File: src/playground_pkg.sv
/*
   Shared widths, memory map, I/O page bit positions and bus types for the
   peripheral side of the playground board. Every module and the testbench
   reach these by scoped names.
*/
`default_nettype none

package playground_pkg;

   // Bus geometry
   localparam int ADDR_W   = 32;
   localparam int DATA_W   = 32;
   localparam int MASK_W   = DATA_W / 8;   // One write enable per byte lane
   localparam int REGION_W = 4;            // Top address nibble picks the region

   // Word RAM, indexed by address bits 11 to 2
   localparam int RAM_WORDS = 1024;
   localparam int RAM_AW    = $clog2(RAM_WORDS);
   localparam int RAM_LSB   = 2;

   // I/O page, one-hot register select on the address
   localparam int IO_OP_LSB        = 2;    // Modify mode sits in bits 3..2
   localparam int IO_BIT_PORT_IN   = 4;
   localparam int IO_BIT_PORT_OUT  = 5;
   localparam int IO_BIT_PORT_DIR  = 6;
   localparam int IO_BIT_LEDS      = 8;
   localparam int IO_BIT_SDM_RED   = 9;
   localparam int IO_BIT_SDM_GREEN = 10;
   localparam int IO_BIT_SDM_BLUE  = 11;
   localparam int IO_BIT_TICKS     = 18;
   localparam int IO_BIT_RELOAD    = 19;
   localparam int IO_SEL_LO        = IO_BIT_PORT_IN;
   localparam int IO_SEL_HI        = IO_BIT_RELOAD;
   localparam int IO_SEL_W         = IO_SEL_HI - IO_SEL_LO + 1;

   localparam int GPIO_W = 8;
   localparam int SDM_W  = 16;   // Sigma-delta level and phase width

   typedef logic [DATA_W-1:0] word_t;

   typedef enum logic [REGION_W-1:0] {
      REGION_RAM  = 4'h0,
      REGION_IO   = 4'h4,
      REGION_NONE = 4'hf   // Stands for every unmapped nibble
   } region_e;

   typedef enum logic [1:0] {
      IO_WRITE  = 2'd0,
      IO_CLEAR  = 2'd1,
      IO_SET    = 2'd2,
      IO_TOGGLE = 2'd3
   } io_op_e;

   // One bus cycle as the CPU drives it
   typedef struct packed {
      logic [ADDR_W-1:0] addr;
      logic [DATA_W-1:0] wdata;
      logic [MASK_W-1:0] wmask;   // Non-zero means write
      logic              rstrb;   // One-cycle read request
   } mem_req_t;

   // I/O write as handed on by the decoder
   typedef struct packed {
      logic                strb;
      logic [IO_SEL_W-1:0] sel;   // Address bits 19..4
      io_op_e              op;
      logic [DATA_W-1:0]   wdata;
      logic [MASK_W-1:0]   wmask;
   } io_wr_t;

   typedef struct packed {
      logic [SDM_W-1:0] red;
      logic [SDM_W-1:0] green;
      logic [SDM_W-1:0] blue;
   } rgb_levels_t;

   typedef struct packed {
      logic red;
      logic green;
      logic blue;
   } rgb_t;

endpackage

`default_nettype wire
File: src/led_sdm.sv
/*
   First-order sigma-delta brightness for the red, green and blue LEDs. Each
   channel adds its level to a phase accumulator, the registered carry lights
   the LED, and the direct on bit forces it on.
*/
`timescale 1ns/1ps
`default_nettype none

module led_sdm (
   input  logic                        clk,
   input  logic                        reset_button,
   input  playground_pkg::rgb_levels_t levels,
   input  playground_pkg::rgb_t        led_bits,
   output playground_pkg::rgb_t        led
);

   // Channel 2 is red, 1 green, 0 blue, same order as the structs
   logic [2:0][playground_pkg::SDM_W-1:0] level;
   logic [2:0][playground_pkg::SDM_W-1:0] phase;
   logic [2:0]                            carry;   // Modulator outputs

   assign level = {levels.red, levels.green, levels.blue};

   always_ff @(posedge clk)
   begin
      if (reset_button)
      begin
         phase <= '0;
         carry <= '0;
      end
      else
      begin
         for (int ch = 0; ch < 3; ch++)
         begin
            {carry[ch], phase[ch]} <= {1'b0, phase[ch]} + {1'b0, level[ch]};
         end
      end
   end

   assign led = playground_pkg::rgb_t'(carry | led_bits);   // Direct bit ORed in

endmodule

`default_nettype wire

File: config.mk
export PLATFORM = sky130hd
export DESIGN_NAME = led_sdm
export DESIGN_NICKNAME = d
export VERILOG_FILES = /design/src/playground_pkg.sv /design/src/led_sdm.sv
export SDC_FILE = /design/constraint.sdc
export NUM_CORES = 1
export LEC_CHECK = 0
export BUFFER_PORTS_ARGS = -buffer_cell sky130_fd_sc_hd__buf_2
export CELL_PAD_IN_SITES_DETAIL_PLACEMENT = 1
export CELL_PAD_IN_SITES_GLOBAL_PLACEMENT = 2
export CORE_ASPECT_RATIO = 0.9
export CORE_UTILIZATION = 38
export DETAILED_ROUTE_END_ITERATION = 6
export HOLD_SLACK_MARGIN = 0.15
export PLACE_DENSITY_LB_ADDON = 0.1
export RECOVER_POWER = 100
export SLEW_MARGIN = 20
export SYNTH_ARGS = -nofsm -noshare
export SYNTH_HDL_FRONTEND = slang
export SYNTH_SLANG_ARGS = --single-unit
File: constraint.sdc
create_clock -name clk -period 6.9 [get_ports clk]
set_input_delay 0.345 -clock clk [delete_from_list [all_inputs] [get_ports clk]]
set_output_delay 0.345 -clock clk [all_outputs]
set_load 0.03 [all_outputs]
==> run metrics <==
Clock Root Buffer=clkbuf_8; PwrDens=398 nW/um2; drt wl/cell=14.4 um; Post-synth top flop=dfxtp_1; Detail Placement HPWL=6720 um; crit path cell chain=buf_2, clkbuf_1, nand2b_1, nor2_1, o211ai_1, o221ai_1; Req. time, crit path=6.97 ns; Die Area=10300 um2; #FFs+latches synth=51; Synth cell types=67; Post-Synth Adder-Cell Area=17.6%; routed vias/inst=5.39; Synth Cell Area=3760 um2; Hold Fails Final Rpt=0; Die H=96.3 um; site row count=34; Routed WL=8610 um; Tcrit/Tclk final=45.6%; routed via count=3232; commonest cells after routing, fill and taps aside=52 x buf_2, 51 x dfxtp_1, 49 x nor2_1; violated checks=capacitance limit, slew limit; Worst Hold Launch=levels[0]; yosys warns=0; CP Max Fanout=70; DRT antenna net count=0; first-pass GRT wire length=14800 um; I/O Buffers=55; core area=9660 um2; Sink Count=51; Synth Area in XOR/XNOR=3.96%; async set-or-reset flop fraction in the synthesized netlist=0%; # Post-CTS Setup Buffers=0; GRT Util Overall=17.7%; P&R area growth vs syn=11.5%; worst slew pin tran=3.06 ns; peak supply drop=0.185 mV; reg2reg start=phase[16]; leak pwr=1.91 nW; fmax=318 MHz; Power Total=1.67 mW; vias in the first global route=3196; outcome=finished, violations left; Syn Area/Cell=8.84 um2; DRT iter0 DRCs=43; most common cell after layout, fill and taps aside=buf_2; worst-case clock buffer depth=2; initial core utilization=38.9%; TritonCTS clock tree=built; worst skew pair latency=0.30 ns; compound-cell area share of the yosys netlist=26.9%; Critical Path AT=3.22 ns; H-tree depth=2; setup TNS=0 ns; CTS buffer count=5; Seq/Total Area, Yosys=27.2%; post-synthesis net count=529; Worst Setup SP=reset_button; Final Instance Area=4190 um2; Setup Skew=0.00807 ns; Overflow after GRT=0; RSZ-0062 raised after global routing=no; diode count=0; nets@finish=577; shortest period the worst path allows=3.14 ns; crit start category=primary input; Mapped Cells=425; CTS resizes=0; mux contribution to synthesized area=3.53%; Post-synth EDFFs=0; Final Max Tran Viols=71; placed cell areas=4120 um2; max cap viols=1; Hold Buf Count CTS=0; Clock transition at path regs=0.10 ns; largest net degree at the start of global routing=71; die width=107 um; drt first pass iters=4; fraction of layout cells with a size suffix above 1=19.2%; largest family of logic cells by synthesized area=compound AO/OA/AOI/OAI gates; simple-gate share of the synthesized area=18.0%; Max stage delay cell, worst path=clkbuf_1; Crit Path Category=primary input to flip-flop; CP Capture Type=flip-flop; Worst path max stage delay=2.14 ns; GPL Wtd Cong=0.822; DRC Markers=0; Ports=56; final setup violation count=0; initial antenna violation count=0; Relative slew margins=-104%; worst hold path class=primary input to flip-flop
## metal layers
layer  GRT usage [%]  routed length [um]  part of all wire [%]  vias to the layer above
met5               0                   0                     0                        -
met4            4.11                  78                  0.91                        0
met3            2.51                 194                   2.3                       10
met2            31.1                3920                    45                       36
met1            23.1                4420                    51                     1505
li1                -                   -                     -                     1681
## cell type report
| type | instances | area [um2] |
|---|---|---|
| multi-input cells | 351 | 2620 |
| clock inverters | 1 | 5.00 |
| inverters | 8 | 30.0 |
| fillers | 1179 | 5470 |
| well taps | 126 | 158 |
| repair buffers | 56 | 275 |
| flip-flops and latches | 51 | 1020 |
| clock buffers | 7 | 76.3 |
## path summary, 6_finish.rpt
path | endpoint | slack, ns | cells after the start
worst max-delay path | phase[14] | 3.76 | 6
worst min-delay path | phase[0] | 0.37 | 3
worst max register to register | phase[30] | 4.54 | 7
worst min register to register | phase[32] | 0.56 | 2
## power by group
part	switching (mW)	internal, mW	total, mW	leakage (nW)
Sequential	0.0370	0.414	0.451	0.425
Combinational	0.580	0.461	1.04	1.44
Clock	0.102	0.0716	0.174	0.0422
## state kept, by name, indices dropped and copies added (netlist names)
name / cells
carry: 3
phase: 48
## synthesized netlist by cell type (8+ instances only)
master / count / area share [%]
dfxtp_1: 51 / 27
o21ai_0: 18 / 2.4
a21o_1: 15 / 3.0
mux2_2: 8 / 2.4
nor2b_1: 16 / 2.7
a21oi_1: 32 / 4.3
nand2_1: 15 / 1.5
o21a_1: 8 / 1.6
nor3_1: 14 / 1.9
a211oi_1: 13 / 2.6
ha_1: 48 / 16
xnor2_1: 10 / 2.3
inv_1: 8 / 0.80
nor2_1: 49 / 4.9
## worst max-delay path: cells and delay by family
family,cells,cell delay (ns)
AO/OA/AOI/OAI,2,0.23
buffers and inverters,2,2.21
AND/OR/NAND/NOR,2,0.39
## metrics by stage
stage          instances  hold slack [ns]  utilization (%)  setup WS (ns)
3_5_place_dp         592            0.543             42.7           4.36
3_3_place_gp         592            0.538             42.7           4.42
2_1_floorplan        425            0.524                -           4.66
5_1_grt              600            0.373             43.4           3.43
6_report             600            0.365             43.4           3.76
4_1_cts              600            0.359             43.5           4.54
## logic make-up after synthesis
group | count (synthesis)
compound gates | 139
simple gates | 132
fa+ha+maj | 51
flops | 51
buf+inv | 23
xor+xnor | 17
mux | 12
(Power assumes the default switching activity.)
