File: src/playground_pkg.sv
/*
   Shared widths, memory map, I/O page bit positions and bus types for the
   peripheral side of the playground board. Every module and the testbench
   reach these by scoped names.
*/
`default_nettype none

package playground_pkg;

   // Bus geometry
   localparam int ADDR_W   = 32;
   localparam int DATA_W   = 32;
   localparam int MASK_W   = DATA_W / 8;   // One write enable per byte lane
   localparam int REGION_W = 4;            // Top address nibble picks the region

   // Word RAM, indexed by address bits 11 to 2
   localparam int RAM_WORDS = 1024;
   localparam int RAM_AW    = $clog2(RAM_WORDS);
   localparam int RAM_LSB   = 2;

   // I/O page, one-hot register select on the address
   localparam int IO_OP_LSB        = 2;    // Modify mode sits in bits 3..2
   localparam int IO_BIT_PORT_IN   = 4;
   localparam int IO_BIT_PORT_OUT  = 5;
   localparam int IO_BIT_PORT_DIR  = 6;
   localparam int IO_BIT_LEDS      = 8;
   localparam int IO_BIT_SDM_RED   = 9;
   localparam int IO_BIT_SDM_GREEN = 10;
   localparam int IO_BIT_SDM_BLUE  = 11;
   localparam int IO_BIT_TICKS     = 18;
   localparam int IO_BIT_RELOAD    = 19;
   localparam int IO_SEL_LO        = IO_BIT_PORT_IN;
   localparam int IO_SEL_HI        = IO_BIT_RELOAD;
   localparam int IO_SEL_W         = IO_SEL_HI - IO_SEL_LO + 1;

   localparam int GPIO_W = 8;
   localparam int SDM_W  = 16;   // Sigma-delta level and phase width

   typedef logic [DATA_W-1:0] word_t;

   typedef enum logic [REGION_W-1:0] {
      REGION_RAM  = 4'h0,
      REGION_IO   = 4'h4,
      REGION_NONE = 4'hf   // Stands for every unmapped nibble
   } region_e;

   typedef enum logic [1:0] {
      IO_WRITE  = 2'd0,
      IO_CLEAR  = 2'd1,
      IO_SET    = 2'd2,
      IO_TOGGLE = 2'd3
   } io_op_e;

   // One bus cycle as the CPU drives it
   typedef struct packed {
      logic [ADDR_W-1:0] addr;
      logic [DATA_W-1:0] wdata;
      logic [MASK_W-1:0] wmask;   // Non-zero means write
      logic              rstrb;   // One-cycle read request
   } mem_req_t;

   // I/O write as handed on by the decoder
   typedef struct packed {
      logic                strb;
      logic [IO_SEL_W-1:0] sel;   // Address bits 19..4
      io_op_e              op;
      logic [DATA_W-1:0]   wdata;
      logic [MASK_W-1:0]   wmask;
   } io_wr_t;

   typedef struct packed {
      logic [SDM_W-1:0] red;
      logic [SDM_W-1:0] green;
      logic [SDM_W-1:0] blue;
   } rgb_levels_t;

   typedef struct packed {
      logic red;
      logic green;
      logic blue;
   } rgb_t;

endpackage

`default_nettype wire
File: src/bus_decode.sv
/*
   Memory map decoder. Splits the bus into the RAM write enables and the I/O
   write and read strobes, and steers the read data of the addressed region
   back onto mem_rdata in the cycle after the read strobe.
*/
`timescale 1ns/1ps
`default_nettype none

module bus_decode (
   input  logic                              clk,
   input  playground_pkg::mem_req_t          mem_req,
   input  logic [playground_pkg::DATA_W-1:0] ram_rdata,
   input  logic [playground_pkg::DATA_W-1:0] io_rdata,
   output logic [playground_pkg::MASK_W-1:0] ram_wen,
   output playground_pkg::io_wr_t            io_wr,
   output logic                              io_rstrb,
   output logic [playground_pkg::DATA_W-1:0] mem_rdata
);

   playground_pkg::region_e region;      // Region of the current address
   playground_pkg::region_e rd_region;   // Region of the pending read

   always_comb
   begin
      case (mem_req.addr[playground_pkg::ADDR_W-1 -: playground_pkg::REGION_W])
         4'h0:    region = playground_pkg::REGION_RAM;    // 0x0000_0000
         4'h4:    region = playground_pkg::REGION_IO;     // 0x4000_0000
         default: region = playground_pkg::REGION_NONE;
      endcase
   end

   assign ram_wen = mem_req.wmask
                    & {playground_pkg::MASK_W{region == playground_pkg::REGION_RAM}};

   // I/O write carries the one-hot select and the modify mode from the address
   assign io_wr.strb  = (|mem_req.wmask) & (region == playground_pkg::REGION_IO);
   assign io_wr.sel   = mem_req.addr[playground_pkg::IO_SEL_HI:playground_pkg::IO_SEL_LO];
   assign io_wr.op    = playground_pkg::io_op_e'(
                           mem_req.addr[playground_pkg::IO_OP_LSB +: $bits(io_wr.op)]);
   assign io_wr.wdata = mem_req.wdata;
   assign io_wr.wmask = mem_req.wmask;

   assign io_rstrb = mem_req.rstrb & (region == playground_pkg::REGION_IO);

   // Remember which region the read went to, data comes back next cycle
   always_ff @(posedge clk)
   begin
      if (mem_req.rstrb) rd_region <= region;
   end

   always_comb
   begin
      case (rd_region)
         playground_pkg::REGION_RAM: mem_rdata = ram_rdata;
         playground_pkg::REGION_IO:  mem_rdata = io_rdata;   // Buffered at the strobe
         default:                    mem_rdata = '0;         // Unmapped reads zero
      endcase
   end

endmodule

`default_nettype wire

File: config.mk
export PLATFORM = sky130hd
export DESIGN_NAME = bus_decode
export DESIGN_NICKNAME = d
export VERILOG_FILES = /design/src/playground_pkg.sv /design/src/bus_decode.sv
export SDC_FILE = /design/constraint.sdc
export NUM_CORES = 1
export LEC_CHECK = 0
export BUFFER_PORTS_ARGS = -buffer_cell sky130_fd_sc_hd__buf_2
export CORE_AREA = 2 2 88 90
export DETAILED_ROUTE_END_ITERATION = 16
export DIE_AREA = 0 0 90 92
export GPL_ROUTABILITY_DRIVEN = 0
export PLACE_DENSITY_LB_ADDON = 0.05
export SYNTH_ARGS = -nofsm -noshare
export SYNTH_HDL_FRONTEND = slang
export SYNTH_SLANG_ARGS = --single-unit
File: constraint.sdc
create_clock -name clk -period 1.4 [get_ports clk]
set_input_delay 0.28 -clock clk [delete_from_list [all_inputs] [get_ports clk]]
set_output_delay 0.28 -clock clk [all_outputs]
set_load 0.02 [all_outputs]
==> run summary, run 1 <==
Status - finished with violations
Failing checks - negative setup slack
Die W - 90 um
Fmax - 643.3 MHz
Slowest Stage Delay on Critical Path - 380 ps
Worst slew pin tran - 186.3 ps
Largest net degree at the start of global routing - 18
Final Hold Fails - 0
Die Height - 92 um
Max VDD drop - 241.2 uV
Final setup violation count - 33
Critical Path RT - 1120 ps
Final worst slack - -154.4 ps
Power per Cell Area - 531.2 nW/um2
First-pass detailed-route iteration total - 3
Crit path buf inv count - 3
Total number of yosys warnings - 0
Most frequent cells after synthesis - 57 x buf_4, 32 x mux2i_1, 32 x nor2_1, 3 x clkbuf_1
Grt total ovfl - 0
RSZ-0062 raised after global routing - yes
CTS tree - done
CTS root buf - clkbuf_8
Gate Count Post-Synth - 138
Synth Register Bits - 2
Sequential share of the synthesized area - 5.941%
Post-Synthesis Net Count - 272
Fin. max-slew vios - 0
Crit Path Class - reg -> out
Hold buffer count at CTS - 0
Cell taking the most area after synthesis - buf_4
Post-Syn Area per Cell - 7.326 um2
PortBufs - 115
Die area - 8280 um2
Drt via density - 3.668
Crit path time final - 1554 ps
Setup TNS Final - -4313 ps
First-pass GRT wire length - 5.616 mm
Top reg by flops - rd_region
Synth cell types - 13
Cell Rows - 32
CTS Buf Count - 3
Initial Util - 13.58%
Number of flops mapped to enable cells by yosys - 2
Min-delay worst type - in -> reg
DP HPWL - 2.905 mm
WL per Instance - 12.19 um
# DRC - 0
Core ar. - 7447 um2
Via count - 1137
Share of layout cells above drive strength 1 - 66.35%
Wirelength, routed - 3.778 mm
Worst slew margin - 87.48%
Nets - 344
Biggest regs - rd_region x2
Post-route ant nets - 0
GRT Util Overall - 8.284%
Max FFs per register - 2
Final Instance Area - 1614 um2
CTS HTree Levels - 1
Largest cells by area after synthesis - buf_4 42%, mux2i_1 32%, nor2_1 12%
Initial antenna violation count - 0
Area grow syn2layout - 59.65%
Async SR Flop Fraction - 0%
Max Cap Violations - 0
Vias in the first global route - 1132
Critical Path Sink Type - output pin
CP delay by family, top - buffers and inverters
CP Max Fanout - 7
CP max-delay cell - edfxtp_1
Arr. time, crit path - 1270 ps
Most frequent cell after synthesis - buf_4
Tcrit/Tclk final - 111.0%
1st-iter DRT viols - 10
Yosys top cell area share - 42.33%
Worst setup SP type - register
Max clock buf depth - 2
Fillers - 890
Lkg Pwr - 0.9212 nW
Sink Count - 2
Clock transition at path regs - 30 ps
Mapped Area - 1011 um2
Top_reg_cell synth - edfxtp_1
Dpl cell area - 1355 um2
CP Cell Sequence - buf_6 > clkbuf_16 > mux2i_1 > nor2_1 > buf_4
Antenna cell count - 0
Top Ports - 226
what timing repair did:
action                     in CTS  in global routing
cloned                          1                  1
resized for setup              37                 19
setup buffers                   3                  1
pin swaps                       2                  6
setup endpoints to repair      33                 37
routing by layer:
metal	share of wire [%]	vias to the layer above	wire (um)	GRT usage [%]
li1	-	539	-	-
met1	34	512	1296	8.263
met2	56	76	2108	16.29
met3	9.2	10	348	2.547
met4	0.66	0	25	2.564
met5	0	-	0	0
through the flow:
step	power, mW	hold slack, ps	util [%]	setup slack, ps	cells
2_1_floorplan	0.5453	392.5	-	49.12	138
3_3_place_gp	0.5570	523.5	18.20	-133.7	302
3_5_place_dp	0.5511	520.7	18.20	-133.3	302
4_1_cts	0.8561	301.9	20.82	-158.3	309
5_1_grt	0.9224	303.4	21.67	-242.2	310
6_report	0.8573	309.5	21.67	-154.4	310
cell families after synthesis:
logic type    count (synthesis)  synth area share (%)
buf+inv                      63                 44.68
flops                         2                 5.941
mux                          32                 31.68
simple gates                 41                 17.70
where the power goes:
group          internal, mW  switching, mW  total [mW]
clock network         0.182         0.0443       0.226
logic                 0.287          0.271       0.558
registers            0.0710        0.00214      0.0731
total                 0.540          0.318       0.857
final timing paths:
| check | cells after the start | startpoint | end | slack (ps) |
|---|---|---|---|---|
| worst min-delay path | 1 | mem_req[0] | rd_region[2] | 310 |
| worst max-delay path | 5 | rd_region[2] | mem_rdata[18] | -150 |
cells in the final DEF (no fill, tap or decap), drive strengths merged:
| cell type | instances |
|---|---|
| buf | 127 |
| mux2i | 32 |
| nor2 | 32 |
| and2 | 4 |
| clkbuf | 4 |
| inv | 2 |
| edfxtp | 2 |
| and3 | 2 |
| nor4 | 1 |
| nor3 | 1 |
| or4 | 1 |
layout make-up:
class                           instances  area (um2)  area share (%)
Multi-Input combinational cell         73       521.8           32.33
Sequential cell                         2       60.06           3.721
Inverter                                2       7.507          0.4651
Clock buffer                            3       41.29           2.558
Tap cell                              102       127.6           7.907
Timing Repair Buffer                  128       855.8           53.02
(Power assumes the default switching activity.)
==> run 2, diff against run 1 <==
ABC_AREA = 1   (was default)
CORE_AREA = 2 2 87 89   (was 2 2 88 90)
DIE_AREA = 0 0 89 91   (was 0 0 90 92)
==> run summary, run 2 <==
Worst slew pin tran - 267.4 ps (+81.07 ps)
Worst slew margin - 82.17% (-5.3 points)
Max clock buf depth - 2 (unchanged)
Top Ports - 226 (unchanged)
Worst hold stages - 1 (unchanged)
Crit Path Class - reg -> out
Post-Synthesis Net Count - 319 (+17%)
Nets - 382 (+11%)
Fin. max-slew vios - 0 (unchanged)
Max Cap Violations - 0 (unchanged)
Via count - 1285 (+13%)
Core ar. - 7137 um2 (-4.2%)
RSZ-0062 raised after global routing - yes
Most frequent cell after synthesis - nand2_1
Final worst slack - -198.3 ps (-43.88 ps)
Top_reg_cell synth - edfxtp_1
Tot Pwr - 0.9177 mW (+7.0%)
Final setup violation count - 32 (-3.0%)
Max FFs per register - 2 (unchanged)
CTS root buf - clkbuf_8
Lkg Pwr - 0.9774 nW (+6.1%)
Die Height - 91 um (-1.1%)
Clock transition at path regs - 30 ps (about the same)
Die area - 8099 um2 (-2.2%)
Post-layout util - 23.32% (+1.6 points)
Mapped Area - 1090 um2 (+7.8%)
Min-delay worst type - in -> reg
Max VDD drop - 240.7 uV (-0.19%)
1st-iter DRT viols - 29 (+19)
Drt via density - 3.725 (+1.6%)
Gate Count Post-Synth - 185 (+34%)
Initial antenna violation count - 0 (unchanged)
Post-route ant nets - 0 (unchanged)
Antenna cell count - 0 (unchanged)
CTS Buf Count - 3 (unchanged)
Post-Syn Area per Cell - 5.891 um2 (-20%)
Most frequent cells after synthesis - 68 x nand2_1, 57 x buf_4, 28 x nand3_1, 9 x nor2_1, 7 x inv_1
Area grow syn2layout - 52.70%
Most common cell after layout, fill and taps aside - buf_2
Status - finished with violations
First-pass GRT wire length - 5.319 mm (-5.3%)
Cell taking the most area after synthesis - buf_4
Fmax - 625.7 MHz (-2.7%)
GRT Util Overall - 8.218% (-0.066 points)
Power per Cell Area - 551.5 nW/um2 (+3.8%)
Critical Path RT - 1120 ps (about the same)
Share of layout cells above drive strength 1 - 56.91% (-9.4 points)
Biggest regs - rd_region x2
Number of flops mapped to enable cells by yosys - 2 (unchanged)
Commonest non-fill, non-tap cells in the layout - 83 x buf_2, 61 x nand2_1, 33 x buf_6
Synth Register Bits - 2 (unchanged)
Crit path to - mem_rdata[22]
Crit path time final - 1598 ps (+43.88 ps)
# DRC - 0 (unchanged)
Dpl cell area - 1371 um2 (+1.2%)
Synth cell types - 11 (-2)
Setup TNS Final - -5572 ps (-1259 ps)
Final Instance Area - 1664 um2 (+3.1%)
WL per Instance - 11.64 um (-4.5%)
Final Hold Fails - 0 (unchanged)
PortBufs - 115 (unchanged)
Top reg by flops - rd_region
Worst setup SP type - register
Final hold slack - 308.0 ps (-1.543 ps)
Async SR Flop Fraction - 0% (unchanged)
Wirelength, routed - 4.016 mm (+6.3%)
DP HPWL - 2.955 mm (+1.7%)
Initial Util - 15.27% (+1.7 points)
Arr. time, crit path - 1320 ps (+50 ps)
Sink Count - 2 (unchanged)
CTS HTree Levels - 1 (unchanged)
Failing checks - negative setup slack
Cell Rows - 31 (-3.1%)
Largest cells by area after synthesis - buf_4 39%, nand2_1 23%, nand3_1 13%
First-pass detailed-route iteration total - 3 (unchanged)
Critical Path Sink Type - output pin
Total number of yosys warnings - 0 (unchanged)
Die W - 89 um (-1.1%)
Grt total ovfl - 0 (unchanged)
CP Max Fanout - 16 (+9)
Vias in the first global route - 1115 (-1.5%)
Sequential share of the synthesized area - 5.511% (-0.43 points)
Yosys top cell area share - 39.27% (-3.1 points)
Largest net degree at the start of global routing - 33 (+15)
CP Launch Point - rd_region[1]
Tcrit/Tclk final - 114.2% (+3.1 points)
CTS tree - done
-- run 2: changes by cell type after synthesis, sizes merged, moves of 2 or more --
| cell | delta |
|---|---|
| nand2 | +68 |
| nand3 | +33 |
| mux2i | -32 |
| nor2 | -22 |
| buf | +6 |
| inv | +6 |
| and2 | -4 |
| clkbuf | -3 |
| and3 | -2 |
-- run 2: report_power, final --
part           switching, mW  leakage, nW  internal (mW)
logic                  0.311        0.936          0.302
registers            0.00811       0.0201         0.0712
clock network         0.0435       0.0216          0.182
total                  0.362        0.977          0.555
-- run 2: kinds of logic after synthesis --
kind of cell	synth area share, %
flops	5.511
buf+inv	48.68
simple gates	45.81
-- run 2: layer usage --
| metal | routed length [um] | GRT usage (%) | up-vias |
|---|---|---|---|
| li1 | - | - | 642 |
| met1 | 1511 | 8.947 | 527 |
| met2 | 1877 | 13.87 | 96 |
| met3 | 520 | 3.091 | 20 |
| met4 | 106 | 3.731 | 0 |
| met5 | 0 | 0 | - |
-- run 2: worst min path at each step --
stage               start            to  slack, ps
3_5_place_dp   mem_req[0]  rd_region[2]        520
5_1_grt        mem_req[0]  rd_region[2]        310
4_1_cts        mem_req[0]  rd_region[2]        300
3_3_place_gp   mem_req[0]  rd_region[1]        520
2_1_floorplan  mem_req[0]  rd_region[1]        390
6_report       mem_req[0]  rd_region[2]        310
-- run 2: per-stage QoR --
step / worst slack [ps] / std cells
2_1_floorplan: 158.6 / 185
3_3_place_gp: -42.29 / 341
3_5_place_dp: -31.37 / 341
4_1_cts: -202.4 / 344
5_1_grt: -262.5 / 345
6_report: -198.3 / 345
-- run 2: critical path: stages (launching register included) --
cell	delay, ps
edfxtp_1	470
inv_2	160
clkbuf_16	200
nand3_1	80
nand2_1	90
buf_6	120
-- run 2: area by class of cell --
class	instances	area (um2)
inverter	8	30.03
fill	844	5473
timing repair buffer	122	887.1
tap	99	123.9
clock buffer	3	41.29
sequential	2	60.06
multi-input combinational	111	521.8
-- run 2: repair_timing --
item | CTS | global route
resized for setup | 61 | 12
cloned | 0 | 1
endpoints found under the setup margin | 32 | 35
buffers inserted | 0 | 0
hold buffers | 0 | 0
pin swaps | 7 | 5
