**src/playground_pkg.sv**
```systemverilog
/*
   Shared widths, memory map, I/O page bit positions and bus types for the
   peripheral side of the playground board. Every module and the testbench
   reach these by scoped names.
*/
`default_nettype none

package playground_pkg;

   // Bus geometry
   localparam int ADDR_W   = 32;
   localparam int DATA_W   = 32;
   localparam int MASK_W   = DATA_W / 8;   // One write enable per byte lane
   localparam int REGION_W = 4;            // Top address nibble picks the region

   // Word RAM, indexed by address bits 11 to 2
   localparam int RAM_WORDS = 1024;
   localparam int RAM_AW    = $clog2(RAM_WORDS);
   localparam int RAM_LSB   = 2;

   // I/O page, one-hot register select on the address
   localparam int IO_OP_LSB        = 2;    // Modify mode sits in bits 3..2
   localparam int IO_BIT_PORT_IN   = 4;
   localparam int IO_BIT_PORT_OUT  = 5;
   localparam int IO_BIT_PORT_DIR  = 6;
   localparam int IO_BIT_LEDS      = 8;
   localparam int IO_BIT_SDM_RED   = 9;
   localparam int IO_BIT_SDM_GREEN = 10;
   localparam int IO_BIT_SDM_BLUE  = 11;
   localparam int IO_BIT_TICKS     = 18;
   localparam int IO_BIT_RELOAD    = 19;
   localparam int IO_SEL_LO        = IO_BIT_PORT_IN;
   localparam int IO_SEL_HI        = IO_BIT_RELOAD;
   localparam int IO_SEL_W         = IO_SEL_HI - IO_SEL_LO + 1;

   localparam int GPIO_W = 8;
   localparam int SDM_W  = 16;   // Sigma-delta level and phase width

   typedef logic [DATA_W-1:0] word_t;

   typedef enum logic [REGION_W-1:0] {
      REGION_RAM  = 4'h0,
      REGION_IO   = 4'h4,
      REGION_NONE = 4'hf   // Stands for every unmapped nibble
   } region_e;

   typedef enum logic [1:0] {
      IO_WRITE  = 2'd0,
      IO_CLEAR  = 2'd1,
      IO_SET    = 2'd2,
      IO_TOGGLE = 2'd3
   } io_op_e;

   // One bus cycle as the CPU drives it
   typedef struct packed {
      logic [ADDR_W-1:0] addr;
      logic [DATA_W-1:0] wdata;
      logic [MASK_W-1:0] wmask;   // Non-zero means write
      logic              rstrb;   // One-cycle read request
   } mem_req_t;

   // I/O write as handed on by the decoder
   typedef struct packed {
      logic                strb;
      logic [IO_SEL_W-1:0] sel;   // Address bits 19..4
      io_op_e              op;
      logic [DATA_W-1:0]   wdata;
      logic [MASK_W-1:0]   wmask;
   } io_wr_t;

   typedef struct packed {
      logic [SDM_W-1:0] red;
      logic [SDM_W-1:0] green;
      logic [SDM_W-1:0] blue;
   } rgb_levels_t;

   typedef struct packed {
      logic red;
      logic green;
      logic blue;
   } rgb_t;

endpackage

`default_nettype wire
```
**src/interval_timer.sv**
```systemverilog
/*
   Free-running 32-bit tick counter. On wrap it restarts from the reload value
   and raises a one-cycle interrupt pulse. Both registers are written through
   the I/O page with plain data, no modify mode.
*/
`timescale 1ns/1ps
`default_nettype none

module interval_timer (
   input  logic                              clk,
   input  logic                              reset_button,
   input  playground_pkg::io_wr_t            io_wr,
   output logic [playground_pkg::DATA_W-1:0] ticks,
   output logic [playground_pkg::DATA_W-1:0] reload,
   output logic                              interrupt
);

   logic [playground_pkg::DATA_W:0] ticks_plus_1;   // Top bit flags the wrap
   logic                            wr_ticks;
   logic                            wr_reload;

   assign ticks_plus_1 = {1'b0, ticks} + 1'b1;
   assign wr_ticks     = io_wr.strb
                         & io_wr.sel[playground_pkg::IO_BIT_TICKS - playground_pkg::IO_SEL_LO];
   assign wr_reload    = io_wr.strb
                         & io_wr.sel[playground_pkg::IO_BIT_RELOAD - playground_pkg::IO_SEL_LO];

   always_ff @(posedge clk)
   begin
      if (reset_button)
      begin
         ticks     <= '0;
         reload    <= '0;
         interrupt <= 1'b0;
      end
      else
      begin
         if (wr_ticks) ticks <= io_wr.wdata;   // CPU write wins over counting
         else if (ticks_plus_1[playground_pkg::DATA_W]) ticks <= reload;
         else ticks <= ticks_plus_1[playground_pkg::DATA_W-1:0];
         if (wr_reload) reload <= io_wr.wdata;
         interrupt <= ticks_plus_1[playground_pkg::DATA_W];   // High the cycle after all ones
      end
   end

endmodule

`default_nettype wire

```
**config.mk**
```make
export PLATFORM = sky130hd
export DESIGN_NAME = interval_timer
export DESIGN_NICKNAME = d
export VERILOG_FILES = /design/src/playground_pkg.sv /design/src/interval_timer.sv
export SDC_FILE = /design/constraint.sdc
export NUM_CORES = 1
export LEC_CHECK = 0
export BUFFER_PORTS_ARGS = -buffer_cell sky130_fd_sc_hd__buf_2
export CAP_MARGIN = 20
export CORE_MARGIN = 10
export CORE_UTILIZATION = 46
export CTS_BUF_LIST = sky130_fd_sc_hd__clkbuf_8
export CTS_CLUSTER_DIAMETER = 40
export CTS_CLUSTER_SIZE = 30
export DETAILED_ROUTE_END_ITERATION = 8
export GPL_TIMING_DRIVEN = 0
export PLACE_DENSITY = 0.89
export RECOVER_POWER = 50
export SYNTH_ARGS = -nofsm -noshare
export SYNTH_HDL_FRONTEND = slang
export SYNTH_SLANG_ARGS = --single-unit
```
**constraint.sdc**
```tcl
create_clock -name clk -period 1.9 [get_ports clk]
set_input_delay 0.38 -clock clk [delete_from_list [all_inputs] [get_ports clk]]
set_output_delay 0.38 -clock clk [all_outputs]
set_load 0.02 [all_outputs]
```
==> impl.org, run 1 <==
** Power and ir drop
- Internal power :: 2.29 mW
- The design draws 3.24 mW.
- The worst-case IR drop observed on VDD is 0.419 mV.
- Net Sw Power :: 0.955 mW
- The share of total power dissipated in the clock network is 0.376.
- Sequential cell fraction of total power :: 0.468
- Combinational power share :: 0.157
- Switching part of the total power :: 0.294
- P per Cell Area :: 749 nW/µm²
- For this design the static power due to leakage is 1.83 nW.

** Logic synthesis
- Cell types occupying the most area after synthesis :: sky130_fd_sc_hd__dfxtp_1 (42%), sky130_fd_sc_hd__nand2_1 (12%), sky130_fd_sc_hd__a21oi_1 (7.2%)
- The share of synthesized area in the top cell type comes to 0.416.
- By area, the combinational part of the netlist is dominated by simple AND/OR/NAND/NOR gates.
- Async set-reset flop share out of synthesis :: 0
- Counting every net in the synthesized netlist gives 464.
- Number of flip-flops and latches in the synthesized netlist :: 65
- Flip-flop cell with the highest count after synthesis :: sky130_fd_sc_hd__dfxtp_1
- The largest total area in the synthesized netlist belongs to sky130_fd_sc_hd__dfxtp_1.
- Number of instances in the synthesized netlist :: 406
- During synthesis, Yosys emitted a total of 0 warnings.
- Fraction of the yosys area taken by sequential cells :: 0.416
- A synthesized cell averages 7.70 µm².
- After synthesis, the netlist uses 37 different library cells.
- In this run, synthesis inferred 0 flip-flops with an integrated enable.
- Of the total synthesized cell area, the portion taken by full adders, half adders and majority gates is 0.00400.
- Mux contribution to synthesized area :: 0.00320
- Summing every instance area after synthesis gives 3130 µm².
- Of the total synthesized cell area, the portion taken by XOR and XNOR cells is 0.0645.
- The fraction of the mapped netlist area in compound gates came to 0.191.
- Synth Area in Simple Gates :: 0.272

** Worst hold path
- The path with the worst hold slack has its endpoint at reload[23]$_SDFFE_PP0P_.
- In this run the most critical hold path is launched from io_wr[27].
- In this run the worst hold path is classified as in -> reg.
- Counting instances, the worst hold path has a depth of 3.

** Global routing
- The first global-routing pass estimated 17800 µm of wire.
- For this run, the total global-route usage over all layers was measured as 0.215.
- Total gr overflow :: 0
- Entering global routing, the biggest net connects 12 pins.
- Via count of the first global-routing pass :: 3554
- The initial antenna violation count is 0.

** Finish
- For this run, the post-layout net count is 598.
- Of the cells placed in the final design, the portion with a size suffix greater than 1 is 0.372.
- In the layout the commonest cells are sky130_fd_sc_hd__buf_2 (101), sky130_fd_sc_hd__nand2_1 (99), sky130_fd_sc_hd__a21oi_1 (45).
- Utilization after layout :: 0.671
- Most common cell after layout, fill and taps aside :: sky130_fd_sc_hd__buf_2
- Once layout is done, the placed cells without fillers occupy 4330 µm².
- Relative to the synthesized area, the layout overhead comes to 38.6%.
- Diodes inserted :: 0

** Clock tree
- The tree is rooted in a sky130_fd_sc_hd__clkbuf_8.
- The clock passes through at most 2 buffers.
- Clock latency reported for the late side of the worst-skew pair :: 0.36 ns
- TritonCTS built the clock tree.
- Reg clk slew, reported paths :: 0.07 ns
- CTS H-Tree Depth :: 3
- Clock net sink count :: 65
- Number of buffers created by CTS :: 9
- Hold buffer count at CTS :: 0

** STA
- The number of failing hold endpoints at the final stage is 0.
- Least-Margin Pin Slew :: 0.755 ns
- Minimum clock period after layout :: 1.99 ns
- Max Clk Rate :: 0.503 GHz
- Sum of negative setup slack :: -0.297 ns
- Hold WS :: 0.261 ns
- Across the routed clock network, the largest skew measured is 0.00886 ns.
- Setup repair after global routing missed its margin :: yes
- In the finished design, the share of the clock period the worst path needs comes to 1.05.
- Crit path setup slack, layout :: -0.0891 ns
- Final Max Tran Viols :: 0
- The worst pin sits at a relative slew slack of 0.497.
- Total setup violations reported at the end of the flow :: 7

** Setup path
- Worst setup path category :: reg -> reg
- Register-to-Register Setup Slack :: -0.09 ns
- Worst r2r path cells :: 7
- Of all nets on the critical path, the largest fanout is 6.
- At the worst endpoint, the required time is 2.13 ns.
- CP max stage delay :: 0.51 ns
- The critical path starts at ticks[7]$_SDFF_PP0_.
- Reg2Reg Launch Point :: ticks[7]$_SDFF_PP0_
- STA classifies the critical path endpoint as a register.
- The slowest stage of the critical path is the sky130_fd_sc_hd__or4b_4 cell.
- Worst reg2reg endpoint :: ticks[24]$_SDFF_PP0_
- Data arrival time of the critical path :: 2.22 ns
- Element type at the critical path start :: register
- Kind of cell adding the most delay to the critical path :: simple AND/OR/NAND/NOR gates
- Traced cell by cell, the critical path runs through and2_1, clkbuf_4, nand4_1, buf_4, or4b_4, nand3_2, a21oi_1.
- Together, buffers and inverters on the worst path number 2.

** Routing
- After the first detailed-routing iteration, the DRC count stood at 379.
- Summing over every cut layer, the via total after detailed routing is 3782.
- Initial DRT Pass Iterations :: 5
- Wirelength per Cell :: 19.4 µm
- Drt total wl :: 12100 µm
- Antenna-violating nets left :: 0
- DRC violation count after routing :: 0
- DR vias/cell :: 6.08

** Floorplanning
- Height of the die :: 102 µm
- For this configuration, the core starts out at a cell density of 0.484.
- Boundary Pins :: 122
- The core region is 6460 µm².
- Die width :: 102 µm
- Area enclosed by the die boundary :: 10500 µm²
- Cell Rows :: 29

** Run
- Max-cap violations :: 0

** Status
- The flow ran to the end, but the final reports show violations.
- The final reports fail on negative setup slack.

** Place
- Area of placed instances :: 3800 µm²
- Number of buffers added on ports :: 100
- Routability-driven placement finished with a final weighted congestion of 0.972.
- HPWL reported at the end of detailed placement :: 8020 µm
## metrics by stage
stage,worst slack (ns),cells
finish,-0.0891,622
global route,-0.133,622
detailed placement,-0.361,583
global placement,-0.306,583
floorplan,0.00700,406
CTS,0.00353,612
## cells by family after synthesis
group	after synthesis
AND/OR/NAND/NOR	178
AO/OA/AOI/OAI	101
flip-flops	65
buffers and inverters	37
XOR/XNOR	23
multiplexers	1
adder cells (fa/ha/maj)	1
## area by class of cell
cell class / count / area, µm²
inverter: 9 / 33.8
tap: 77 / 96.3
buffer: 26 / 134
clock inverter: 5 / 47.5
fill: 497 / 2130
multi-input combinational: 304 / 1810
timing repair buffer: 125 / 706
sequential: 65 / 1350
clock buffer: 11 / 151
## synth_stat cells, types with 9 or more instances
| master | count |
|---|---|
| sky130_fd_sc_hd__nand2_1 | 100 |
| sky130_fd_sc_hd__xnor2_1 | 22 |
| sky130_fd_sc_hd__dfxtp_1 | 65 |
| sky130_fd_sc_hd__a31oi_1 | 13 |
| sky130_fd_sc_hd__clkbuf_1 | 22 |
| sky130_fd_sc_hd__nor3_1 | 16 |
| sky130_fd_sc_hd__inv_1 | 9 |
| sky130_fd_sc_hd__o32ai_1 | 10 |
| sky130_fd_sc_hd__o21ai_0 | 21 |
| sky130_fd_sc_hd__nor2_1 | 13 |
| sky130_fd_sc_hd__nand3_1 | 9 |
| sky130_fd_sc_hd__a21oi_1 | 45 |
## registers in the layout, indices dropped and copies added, names as in the netlist
| name | cells |
|---|---|
| interrupt | 1 |
| ticks | 32 |
| reload | 32 |
## how the worst max path moves through the flow
stage / endpoint / slack (ns) / depth (start not counted)
6_report: ticks[24]$_SDFF_PP0_ / -0.09 / 7
4_1_cts: ticks[13]$_SDFF_PP0_ / 0.004 / 8
5_1_grt: ticks[28]$_SDFF_PP0_ / -0.13 / 7
3_3_place_gp: ticks[2]$_SDFF_PP0_ / -0.31 / 6
3_5_place_dp: ticks[2]$_SDFF_PP0_ / -0.36 / 6
2_1_floorplan: ticks[24]$_SDFF_PP0_ / 0.007 / 5
## metal layers
layer | vias to the layer above | track usage | part of all wire
li1 | 1704 | - | -
met1 | 1760 | 0.256 | 0.38
met2 | 269 | 0.341 | 0.46
met3 | 49 | 0.0783 | 0.12
met4 | 0 | 0.0900 | 0.039
met5 | - | 0 | 0
## worst min-delay path, cell delays in order
cell	delay, ns
sky130_fd_sc_hd__buf_2	0.10
sky130_fd_sc_hd__nand2_1	0.05
sky130_fd_sc_hd__a21oi_1	0.05
## power by group through the flow
stage          clock [mW]  combinational (mW)  sequential (mW)
6_report             1.22               0.508             1.52
5_1_grt              1.30               0.554             1.53
4_1_cts              1.21               0.485             1.51
3_3_place_gp            0               0.457             1.54
2_1_floorplan           0               0.192             1.62
3_5_place_dp            0               0.468             1.55
## repair_timing
item,4_1_cts,5_1_grt
setup endpoints to repair,31,27
setup buffers,14,10
endpoints found under the hold margin,0,0
cloned,0,1
pin swaps,7,5
gates resized for setup,25,22
No activity file was read; power rests on OpenSTA's default activity.
==> run 2: changes to the inputs <==
- GPL_ROUTABILITY_DRIVEN: default -> 0
- SETUP_SLACK_MARGIN: default -> 0.3
- SKIP_LAST_GASP: default -> 1
==> run 2 against run 1 <==
Effect of this change:
- the run still ends with negative setup slack left
- non-clock buffer count increased by 32
- via count grew 13%
- first-iteration DRC count up 25%
- sequential cell count did not move
- count of clock-buffer cells in the layout fell by 1
- setup slack worse by 0.0079 ns
- global-route usage increased by 3.0 points
==> impl.org, run 2 (synthesis gave the netlist of run 1 again) <==
** Status
- Status :: complete, but fails checks
- The checks that failed: negative setup slack.

** Clock tree
- Number of buffers created by CTS :: 9 (unchanged)
- The clock edge transition at the registers on the reported setup and hold paths came to 0.08 ns (about the same).
- TritonCTS clock tree :: built
- The insertion delay of the later-clocked pin in the worst-skew pair was 0.36 ns (about the same).
- Maximum buffer depth of the clock tree :: 2 (unchanged)
- Hold buffer count at CTS :: 0 (unchanged)
- The number of clock sinks seen by CTS came to 65 (unchanged).
- The maximum level of the CTS H-tree is 3 (unchanged).
- The root buffer cell chosen for the clock tree is sky130_fd_sc_hd__clkbuf_8.

** Place
- Number of buffers added on ports :: 100 (unchanged)
- HPWL reported at the end of detailed placement :: 8190 µm (+2.1%)
- Pre-CTS setup slack :: -0.144 ns (+0.217 ns)

** STA
- The highest achievable clock rate is 0.501 GHz (-0.39%).
- Fraction of the cycle the final worst path needs :: 1.05 (+0.00415)
- The tightest slew margin relative to the limit is 0.430 (-0.0674).
- Final worst clock skew :: 0.00928 ns (+0.000419 ns)
- Final Max Tran Viols :: 0 (unchanged)
- The total setup violations reported at the end of the flow came to 11 (+4).
- Least-Margin Pin Slew :: 0.856 ns (+0.101 ns)
- Minimum clock period after layout :: 2.00 ns (+0.00788 ns)
- Setup repair after global routing could not meet its margin everywhere.
- Final hold vios :: 0 (unchanged)
- The final setup slack of the worst path came to -0.0970 ns (-0.00788 ns).

** Setup path
- The endpoint arrival time on the critical path is 2.21 ns (about the same).
- Traced cell by cell, the critical path runs through and4_4, buf_6, buf_6, nand4_1, buf_4, buf_8, nor3_1, xnor2_1, o22ai_1.
- CP max stage delay :: 0.37 ns (-0.14 ns)
- Critical Path Sink Type :: register
- The slowest stage of the critical path belongs to the cell sky130_fd_sc_hd__dfxtp_4.
- The highest net fanout along the worst path is 5 (-1).
- The required time of the worst setup path was 2.11 ns (-0.02 ns).
- Counting stages on the worst path, the most repeated cell is sky130_fd_sc_hd__buf_6.
- Element type at the critical path start :: register
- Worst setup path category :: reg -> reg

** Global routing
- Total gr overflow :: 0 (unchanged)
- The maximum number of pins on one net before global-route repair came to 12 (unchanged).
- The number of global-route vias before repair is 3917 (+10%).
- The global-route wire length before repair came to 20000 µm (+13%).
- Total GRT Usage :: 0.245 (+0.0300)
- The initial antenna violation count was 0 (unchanged).

** Finish
- The flip-flop and latch area came to 1380 µm² (+1.8%).
- Fraction of layout cells with a size suffix above 1 :: 0.456 (+0.0833)
- The multi-input gate area in the final layout is 1970 µm² (+8.9%).
- Most frequent cells in the layout :: sky130_fd_sc_hd__buf_2 (93), sky130_fd_sc_hd__nand2_1 (89), sky130_fd_sc_hd__buf_4 (45)
- Most common cell after layout, fill and taps aside :: sky130_fd_sc_hd__buf_2
- The number of antenna cells inserted came to 0 (unchanged).
- The largest registers in the layout are reload: 32 flops, ticks: 32 flops, interrupt: 1 flops.
- Utilization after layout :: 0.750 (+0.0790)
- The area growth from synthesis to layout is 55.0%.
- Number of nets at the end of the flow :: 630 (+5.4%)
- The number of filler cells placed in the layout is 409 (-18%).

** Routing
- The post-detailed-route count of antenna-violating nets is 0 (unchanged).
- The DRC violation count after routing was 0 (unchanged).
- The vias per cell is 6.52 (+7.2%).
- DR vias :: 4263 (+13%)
- Wirelength per Cell :: 22.9 µm (+18%)
- The wire length reported by the detailed router came to 15000 µm (+24%).
- The DRC marker count from the first detailed-route iteration came to 473 (+25%).
- The number of detailed-routing iterations run before antenna repair came to 5 (unchanged).

** Floorplanning
- Core footprint :: 6460 µm² (unchanged)
- The floorplan die height was 102 µm (unchanged).
- Starting Density :: 0.484 (unchanged)
- Area enclosed by the die boundary :: 10500 µm² (unchanged)
- Cell Rows :: 29 (unchanged)
- Die width :: 102 µm (unchanged)
- The number of I/O pins was 122 (unchanged).

** Worst hold path
- Hold/Removal Path Class :: in -> reg

** Run
- The max-capacitance violation count was 0 (unchanged).

** Power and ir drop
- P per Cell Area :: 685 nW/µm² (-8.5%)
- Leakage power of the design :: 2.06 nW (+13%)
- Peak supply drop :: 0.504 mV (+20%)
## run 2: path summary, 6_finish.rpt
kind,endpoint,depth (start not counted),from,slack [ns]
setup / recovery,ticks[17]$_SDFF_PP0_,9,ticks[4]$_SDFF_PP0_,-0.1
hold / removal,reload[5]$_SDFFE_PP0P_,3,io_wr[9],0.26
setup reg to reg,ticks[17]$_SDFF_PP0_,9,ticks[4]$_SDFF_PP0_,-0.1
hold reg to reg,reload[4]$_SDFFE_PP0P_,2,reload[4]$_SDFFE_PP0P_,0.48
## run 2: metal layers
metal / part of all wire / up-vias / track usage
met5: 0 / - / 0
met4: 0.078 / 0 / 0.167
met3: 0.13 / 135 / 0.0722
met2: 0.46 / 405 / 0.398
met1: 0.33 / 1964 / 0.270
li1: - / 1759 / -
## run 2: layout make-up
type | instances | share of cell area
Multi-Input combinational cell | 304 | 0.407
Clock buffer | 10 | 0.0284
Tap cell | 77 | 0.0199
Clock inverter | 6 | 0.0121
Inverter | 9 | 0.00697
Timing Repair Buffer | 155 | 0.203
Sequential cell | 65 | 0.285
Buffer | 28 | 0.0375
## run 2: power by group
part / switching (mW) / internal [mW]
registers: 0.0821 / 1.43
logic: 0.372 / 0.214
clock network: 0.587 / 0.632
total: 1.04 / 2.28
## run 2: critical path: cells and delay by family, from the launching register on
kind	cells	cell delay, ns
compound gates	1	0.14
buf+inv	4	0.54
xor+xnor	1	0.20
simple gates	3	0.59
flops	1	0.37
## run 2: through the flow
stage	power [mW]	setup TNS, ns	hold slack (ns)	std cells	area (µm²)
finish	3.32	-0.419	0.261	654	4840
global route	3.40	-1.16	0.273	654	4840
CTS	3.21	-0.00144	0.275	634	4540
detailed placement	2.02	-1.81	0.460	583	3850
global placement	2.00	-1.20	0.456	583	3850
floorplan	1.82	0	0.516	406	3260
## run 2: timing repair
| action | 4_1_cts | 5_1_grt |
|---|---|---|
| setup endpoints to repair | 33 | 54 |
| gates cloned | 2 | 1 |
| setup buffers | 33 | 19 |
| pin swaps | 21 | 31 |
| gates resized for setup | 50 | 45 |
